## src/pcm_pkg.sv

```systemverilog
package pcm_pkg;

    // signed sample as written by the host and sent to the DAC
    typedef logic signed [8:0] pcm_t;

    // ticks seen between two sample writes, saturates at 15
    typedef logic [3:0] tick_cnt_t;

    // up-sampling ratio, one more x2 stage per step
    typedef enum logic [1:0] {
        rate_x1,
        rate_x2,
        rate_x4,
        rate_x8
    } rate_e;

    typedef logic reg_addr_t;

    localparam reg_addr_t addr_sample = 1'b0;
    localparam reg_addr_t addr_ctrl = 1'b1;

    // control word layout
    localparam int ctrl_force_bit = 0;
    localparam int ctrl_rate_lsb = 1;

endpackage

```

## src/pcm_dac_regs.sv

```systemverilog
`timescale 1ns/100ps

module pcm_dac_regs import pcm_pkg::*; (
    input  logic      clk,
    input  logic      rst,
    input  logic      req,
    input  reg_addr_t addr,
    input  pcm_t      wr_data,
    output logic      ack,
    output pcm_t      sample,
    output logic      sample_wr,
    output logic      force_en,
    output rate_e     force_rate
);

    typedef enum logic {
        idle,
        acked
    } state_e;

    state_e state;

    // capture happens on the idle -> acked transition only
    always_ff @(posedge clk) begin
        if (rst) begin
            state      <= idle;
            sample     <= '0;
            sample_wr  <= 1'b0;
            force_en   <= 1'b0;
            force_rate <= rate_x1;
        end else begin
            sample_wr <= 1'b0; // one cycle pulse
            case (state)
                idle: begin
                    if (req) begin
                        state <= acked;
                        if (addr == addr_sample) begin
                            sample    <= wr_data;
                            sample_wr <= 1'b1;
                        end else begin
                            force_en   <= wr_data[ctrl_force_bit];
                            force_rate <= rate_e'(wr_data[ctrl_rate_lsb +: 2]);
                        end
                    end
                end
                acked: begin
                    if (!req) begin
                        state <= idle; // ack drops on this edge
                    end
                end
            endcase
        end
    end

    // ack is high for the whole acked state
    assign ack = (state == acked);

endmodule

```

## src/pcm_dac_top.sv

```systemverilog
`timescale 1ns/100ps

module pcm_dac_top import pcm_pkg::*; #(
    parameter int calc_w = 11
) (
    input  logic      clk,
    input  logic      rst,
    input  logic      req,
    input  reg_addr_t addr,
    input  pcm_t      wr_data,
    input  logic      tick,
    output logic      ack,
    output rate_e     rate,
    output pcm_t      pcm_out,
    output logic      out_valid
);

    pcm_t  sample;
    logic  sample_wr;
    logic  force_en;
    rate_e force_rate;

    pcm_dac_regs u_regs (
        .clk        (clk),
        .rst        (rst),
        .req        (req),
        .addr       (addr),
        .wr_data    (wr_data),
        .ack        (ack),
        .sample     (sample),
        .sample_wr  (sample_wr),
        .force_en   (force_en),
        .force_rate (force_rate)
    );

    pcm_rate_detect u_rate (
        .clk        (clk),
        .rst        (rst),
        .tick       (tick),
        .sample_wr  (sample_wr),
        .force_en   (force_en),
        .force_rate (force_rate),
        .rate       (rate)
    );

    pcm_upsampler #(.calc_w(calc_w)) u_ups (
        .clk       (clk),
        .rst       (rst),
        .tick      (tick),
        .rate      (rate),
        .sample    (sample),
        .pcm_out   (pcm_out),
        .out_valid (out_valid)
    );

endmodule

```

## src/pcm_interp_x2.sv

```systemverilog
`timescale 1ns/100ps

module pcm_interp_x2 import pcm_pkg::*; #(
    parameter int calc_w = 11
) (
    input  logic clk,
    input  logic rst,
    input  logic cen_in,
    input  logic cen_out,
    input  pcm_t snd_in,
    output pcm_t snd_out
);

    pcm_t prev;
    pcm_t curr;
    logic odd;

    logic signed [calc_w-1:0] sum;
    pcm_t mid;

    assign sum = calc_w'(prev) + calc_w'(curr); // sign extended
    assign mid = pcm_t'(sum >>> 1);             // rounds toward -inf

    always_ff @(posedge clk) begin
        if (rst) begin
            prev    <= '0;
            curr    <= '0;
            snd_out <= '0;
            odd     <= 1'b0;
        end else begin
            if (cen_out) begin
                snd_out <= odd ? mid : curr;
                odd     <= ~odd;
            end
            if (cen_in) begin
                prev <= curr;
                curr <= snd_in;
                odd  <= 1'b1; // next output is the midpoint
            end
        end
    end

endmodule

```

## src/pcm_rate_detect.sv

```systemverilog
`timescale 1ns/100ps

module pcm_rate_detect import pcm_pkg::*; (
    input  logic  clk,
    input  logic  rst,
    input  logic  tick,
    input  logic  sample_wr,
    input  logic  force_en,
    input  rate_e force_rate,
    output rate_e rate
);

    tick_cnt_t cnt;
    rate_e     det_rate;

    // ratio from the spacing of the last two writes
    always_comb begin
        if (cnt >= tick_cnt_t'(8)) begin
            det_rate = rate_x8;
        end else if (cnt >= tick_cnt_t'(4)) begin
            det_rate = rate_x4;
        end else if (cnt >= tick_cnt_t'(2)) begin
            det_rate = rate_x2;
        end else begin
            det_rate = rate_x1;
        end
    end

    always_ff @(posedge clk) begin
        if (rst) begin
            cnt  <= '0;
            rate <= rate_x1;
        end else begin
            if (sample_wr) begin
                // a tick in the write cycle opens the next interval
                cnt <= tick ? tick_cnt_t'(1) : '0;
            end else if (tick && cnt != '1) begin
                cnt <= cnt + tick_cnt_t'(1);
            end

            if (force_en) begin
                rate <= force_rate;
            end else if (sample_wr) begin
                rate <= det_rate; // held until the next write
            end
        end
    end

endmodule

```

## src/pcm_upsampler.sv

```systemverilog
`timescale 1ns/100ps

module pcm_upsampler import pcm_pkg::*; #(
    parameter int calc_w = 11
) (
    input  logic  clk,
    input  logic  rst,
    input  logic  tick,
    input  rate_e rate,
    input  pcm_t  sample,
    output pcm_t  pcm_out,
    output logic  out_valid
);

    logic [2:0] div;
    logic cen1;
    logic cen2;
    logic cen4;
    logic cen8;

    pcm_t s1_out;
    pcm_t s2_out;
    pcm_t s3_out;
    pcm_t s2_in;
    pcm_t s3_in;

    // strobes all fire on the same tick when the divider wraps
    always_ff @(posedge clk) begin
        if (rst) begin
            div  <= '0;
            cen1 <= 1'b0;
            cen2 <= 1'b0;
            cen4 <= 1'b0;
            cen8 <= 1'b0;
        end else begin
            cen1 <= tick;
            cen2 <= tick & div[0];
            cen4 <= tick & (&div[1:0]);
            cen8 <= tick & (&div);
            if (tick) begin
                div <= div + 3'd1;
            end
        end
    end

    // skip the stages that the ratio does not use
    assign s2_in = (rate == rate_x8) ? s1_out : sample;
    assign s3_in = (rate == rate_x8 || rate == rate_x4) ? s2_out : sample;

    pcm_interp_x2 #(.calc_w(calc_w)) u_stage1 ( // x8 -> x4 rate
        .clk     (clk),
        .rst     (rst),
        .cen_in  (cen8),
        .cen_out (cen4),
        .snd_in  (sample),
        .snd_out (s1_out)
    );

    pcm_interp_x2 #(.calc_w(calc_w)) u_stage2 (
        .clk     (clk),
        .rst     (rst),
        .cen_in  (cen4),
        .cen_out (cen2),
        .snd_in  (s2_in),
        .snd_out (s2_out)
    );

    pcm_interp_x2 #(.calc_w(calc_w)) u_stage3 ( // last stage at tick rate
        .clk     (clk),
        .rst     (rst),
        .cen_in  (cen2),
        .cen_out (cen1),
        .snd_in  (s3_in),
        .snd_out (s3_out)
    );

    always_ff @(posedge clk) begin
        if (rst) begin
            pcm_out   <= '0;
            out_valid <= 1'b0;
        end else begin
            out_valid <= tick;
            if (tick) begin
                pcm_out <= (rate == rate_x1) ? sample : s3_out;
            end
        end
    end

endmodule

```

## config.mk

```make
export PLATFORM = sky130hd
export DESIGN_NAME = pcm_dac_top
export DESIGN_NICKNAME = d
export VERILOG_FILES = /design/src/pcm_pkg.sv /design/src/pcm_dac_regs.sv /design/src/pcm_dac_top.sv /design/src/pcm_interp_x2.sv /design/src/pcm_rate_detect.sv /design/src/pcm_upsampler.sv
export SDC_FILE = /design/constraint.sdc
export NUM_CORES = 1
export LEC_CHECK = 0
export ABC_AREA = 1
export BUFFER_PORTS_ARGS = -buffer_cell sky130_fd_sc_hd__clkbuf_2
export CORE_UTILIZATION = 57
export DETAILED_ROUTE_END_ITERATION = 12
export HOLD_SLACK_MARGIN = 0.08
export PLACE_DENSITY_LB_ADDON = 0.12
export SETUP_SLACK_MARGIN = 0.02
export SYNTH_ARGS = -nofsm -noshare
export SYNTH_HDL_FRONTEND = slang
export SYNTH_SLANG_ARGS = --single-unit
```

## constraint.sdc

```tcl
create_clock -name clk -period 4 [get_ports clk]
set_clock_uncertainty 0.05 [all_clocks]
set_input_delay 0.8 -clock clk [delete_from_list [all_inputs] [get_ports clk]]
set_output_delay 0.8 -clock clk [all_outputs]
set_load 0.1 [all_outputs]
```

Yosys cells after proc, flatten, opt, wreduce, memory -nomap -nowiden:

Cells that the tools add are included.

* register bits: 120
* bits in latches: 0
* RAM bits: 0
* bits in read-only memories: 0
* word-level logic and storage cells: 80
* memories kept: 0

* add/sub/neg operators: 5
* multiply operators: 0
* divide/modulo/power cells: 0
* magnitude comparators: 3
* equality and inequality tests: 3
* shift operators: 0
* mux-type cells: 22
* bitwise operators: 9
* reduce and logical (&&, ||, !) cells: 13

Operators by type and width (count)
* 9-bit two-way mux: 6
* 9-bit by 9-bit adder with 10-bit output: 3
* 1-bit two-way mux: 10
* 2-bit nonzero test: 5
* 3-bit AND reduction: 3
* 2-bit two-way mux: 4
* 4-bit two-way mux: 2
* 1-bit inverter: 6
* 4-bit by 1-bit adder with 4-bit output (second input constant): 1
* 2-bit equality test (second input constant): 2
* 4-bit by 2-bit >= comparator with 1-bit output (second input constant): 1
* 4-bit by 3-bit >= comparator with 1-bit output (second input constant): 1
* 4-bit >= comparator (second input constant): 1
* 4-bit inequality test (second input constant): 1
* 3-bit by 1-bit adder with 3-bit output (second input constant): 1
* 1-bit AND: 3
* 3-bit OR reduction: 1
* 2-bit logical NOT: 1
* 2-bit AND reduction: 1
* 1-bit logical AND: 1
* 1-bit logical OR: 1

Longest topological paths before layout:

* depth in word-level cells: 6
* mapped depth: 11

Modules after synthesis:

From an unflattened synthesis, not the netlist that was laid out.

* cell total of the unflattened synthesis: 941
* area, all modules: 6348.6 um2

By module, submodules not included
* pcm_interp_x2 at u_ups.u_stage1 ...: times used 2, cells an instance 211, area an instance 1467.7 um2, sequential area each 560.5 um2
* pcm_interp_x2 at u_ups.u_stage2: times used 1, cells an instance 218, area an instance 1498.9 um2, sequential area each 560.5 um2
* pcm_upsampler: times used 1, cells an instance 163, area an instance 959.7 um2, sequential area each 320.3 um2
* pcm_dac_regs: times used 1, cells an instance 86, area an instance 599.3 um2, sequential area each 280.3 um2
* pcm_rate_detect: times used 1, cells an instance 52, area an instance 355.3 um2, sequential area each 120.1 um2

Least setup slack after synthesis:

OpenSTA, ideal clock, no wires.

* path kind: register to register
* start: register u_rate.rate[1]
* end: register u_ups.u_stage3.curr[4]
* arrival time: 1.686 ns
* required time: 3.834 ns
* slack: 2.148 ns
* stages on the path, launching flop included: 7
* buffers on the path: 1
* period minus slack after synthesis: 1.852 ns
* cell sequence: dfxtp_1 buf_2 inv_2 a21oi_1 o21ai_0 o211ai_1 inv_1

* longest elaborated chain between the ends: 3
* elaborated cells between the ends (all ways): 4

Ends and longest elaborated chain
* start, declared: line pcm_rate_detect.sv:10 `output rate_e rate`
* start signal, assigned: line pcm_rate_detect.sv:32 `rate <= rate_x1;`
* start signal, assigned: line pcm_rate_detect.sv:42 `rate <= force_rate;`
* start signal, assigned: line pcm_rate_detect.sv:44 `rate <= det_rate;`
* 2-bit equality test: line pcm_upsampler.sv:48 `assign s3_in = (rate == rate_x8 || rate == rate_x4) ? s2_out : sample;`
* 1-bit logical OR *: line pcm_upsampler.sv:48
* 9-bit two-way mux *: line pcm_upsampler.sv:48
* end signal, assigned: line pcm_interp_x2.sv:37 `curr <= snd_in;`
* end, declared: line pcm_interp_x2.sv:15 `pcm_t curr;`

Every way passes the cells marked *; elsewhere a longest branch is shown, timed or not.
A chain may end at the register's enable or synchronous reset.

Worst setup path in the final report:

* start: register u_rate.rate[1]
* end: output port rate[1]

RTL lines
* end, declared: line pcm_dac_top.sv:13 `output rate_e rate,`

No word-level cell between the ends.

==> impl_results.md <==
- Outcome: finished clean
- Vias in the first global route: 5,177
- # diodes: 0
- CTS tree: done
- First-pass GRT wire length: 25,300 microns
- I/O Buffers: 26
- Clock transition at path regs: 0.06 ns
- Final setup fails: 0
- Final hold vios: 0
- RSZ-0062 raised after global routing: no
- Setup WS pre-CTS: 1.11 ns
- WP data arrival: 1.70 ns
- Crit path launch type: register
- Clk buf depth: 2
- CP top delay family: flip-flops
- Rows: 37
- Seq/Total Area, Yosys: 39.5%
- Synth cell types: 31
- Final worst-path setup slack: 1.45 ns
- MaxCap Viol Count: 0
- Required time of the critical path: 3.15 ns
- Setup TNS: 0 ns
- Largest net degree at the start of global routing: 58
- Layout cells sized above 1: 9.09%
- Crit path largest cell delay: 0.62 ns
- Ports: 27
- Detailed-route DRC error count: 0
- Area of the multi-input gates: 3190 sq um
- Slew HR: 38.9%
- Register Area: 2400 sq um
- CTS H-tree lvls: 4
- Worst min-delay path category: reg -> reg
- Gr usage total: 28.6%
- Chip height: 105 microns
- Post-synthesis cell area: 6080 sq um
- Buf/Inv on CP: 1
- Yosys warnings: 0
- Final Wtd Congestion: 0.934
- Post-Syn Nets: 923
- Cell Area, Placed: 6240 sq um
- Pwr Density: 448 nW/um^2
- Post-CTS setup buffers: 0
- Cts bufs inserted: 17
- Vias/cell: 5.49
- Post-CTS sizing: 0
- Worst skew pair latency: 0.53 ns
- Die width: 105 microns
- Post-synth EDFFs: 0
- Initial Util: 58.9%
- CP max stage cell: dfxtp_1
- Antenna violations before repair: 0
- Hold Slack: 0.417 ns
- Sink Count: 120
- Final core area utilization: 66.4%
- WL/cell: 14.2 microns
- Commonest register cell after synthesis: dfxtp_1
- Filler Cells Inserted: 889
- Min Tclk post-route: 2.55 ns
- Yosys reg bits: 120
- CTS Hold Bufs: 0
- Avg Cell Area, Syn: 6.93 sq um
- Fin nets: 934
- Root buf cell: clkbuf_8
- Drt first pass iters: 5
- P&R area growth vs syn: 12.7%
- Critical path class: reg -> out
- Leakage: 3.23 nW
- Total gr overflow: 0
- Iter 0 DRT Violations: 405
- Fin area: 6850 sq um
- Via count: 5,696
- Slew Limit Fails: 0
- Crit-path cells: clkbuf_2
- Post-Route WL: 14,700 microns
- DIE AREA: 11,100 sq um
- Worst setup EP type: output port
- Tcrit/Tclk final: 63.7%
- Asr flop ratio synth: 0%
- Max VDD drop: 372 uV
- Fmax: 392 MHz
- Core area: 10,300 sq um
- Synth Instances: 878
- Worst-Margin Slew: 0.915 ns
- Antenna viol nets, final: 0
- Post-DP HPWL: 10,000 microns
- Crit path max fanout: 13
==> power by group <==
group          switching [W]  total (W)  internal (W)
Clock               0.000567    0.00155      0.000986
Sequential         0.0000461    0.00128       0.00123
Combinational       0.000176   0.000238     0.0000612
Total               0.000789    0.00307       0.00228
==> metrics by stage <==
stage,total power [W],cells
3_3_place_gp,0.00153,1006
6_report,0.00307,1038
4_1_cts,0.00309,1038
5_1_grt,0.00318,1038
3_5_place_dp,0.00154,1006
2_1_floorplan,0.00148,878
==> cells in the mapped netlist, drive strengths merged (3+ instances only) <==
master / instances / share of area [%]
dfxtp: 120 / 39
clkbuf: 15 / 0.93
a31oi: 11 / 1.1
o211ai: 27 / 3.3
nor2: 155 / 9.6
a21oi: 50 / 4.5
buf: 22 / 1.8
fa: 3 / 0.99
or2: 4 / 0.41
inv: 86 / 5.3
ha: 28 / 5.8
nand3: 63 / 5.2
nand4: 8 / 0.82
nand2: 198 / 12
o21ai: 75 / 6.2
==> layout make-up <==
class,count,area share [%]
Inverter,87,4.77
Timing Repair Buffer,29,2.23
Tap cell,136,2.48
Sequential cell,120,35.1
Multi-Input combinational cell,634,46.5
Clock buffer,19,6.45
Clock inverter,13,2.47
==> final timing paths <==
path	from	endpoint	slack, ns	cells past startpoint
setup / recovery	u_rate.rate[1]	rate[1]	1.45	1
hold / removal	u_ups.u_stage3.snd_out[7]	u_ups.u_stage3.snd_out[7]	0.42	2
setup reg to reg	u_ups.u_stage2.curr[0]	u_ups.u_stage2.snd_out[7]	2.13	11
hold reg to reg	u_ups.u_stage3.snd_out[7]	u_ups.u_stage3.snd_out[7]	0.42	2
==> worst min-delay path: stages, from the launching register on <==
cell     delay (ns)
dfxtp_1        0.31
nand2_1        0.06
a21oi_1        0.06
==> cells by family (layout without fill, tap and decap cells) <==
family / after synthesis / count (layout) / synth area share (%)
XOR/XNOR: 1 / 1 / 0.144
flip-flops: 120 / 120 / 39.5
adder cells (fa/ha/maj): 31 / 31 / 6.75
buffers and inverters: 124 / 148 / 8.06
AND/OR/NAND/NOR: 433 / 433 / 29.2
AO/OA/AOI/OAI: 169 / 169 / 16.3
==> registers in the layout (all words and copies together), names as in the netlist, 3 cells and up <==
name                    flops
u_ups.pcm_out               9
u_ups.u_stage2.snd_out      9
u_ups.u_stage1.snd_out      9
u_ups.u_stage1.prev         9
u_ups.u_stage2.curr         9
u_ups.div                   3
u_ups.u_stage2.prev         9
u_ups.u_stage1.curr         9
u_ups.u_stage3.snd_out      9
u_regs.sample               9
u_rate.cnt                  4
u_ups.u_stage3.prev         9
u_ups.u_stage3.curr         9
==> cell usage in the layout, fill, tap and decap left out, drive strengths merged, types with 3 or more instances in the layout <==
master / n
a21oi: 50
a31oi: 11
buf: 3
bufinv: 3
clkbuf: 45
clkinv: 5
clkinvlp: 4
dfxtp: 120
fa: 3
ha: 28
inv: 88
nand2: 198
nand3: 63
nand4: 8
nor2: 155
o211ai: 27
o21ai: 75
or2: 4
==> routing by layer <==
layer / routed length (microns) / global-route usage, %
met4: 226 / 9.36
met1: 6920 / 39.1
met3: 755 / 7.05
met5: 0 / 0
met2: 6820 / 44.3
Power figures use the tool's default switching activity.
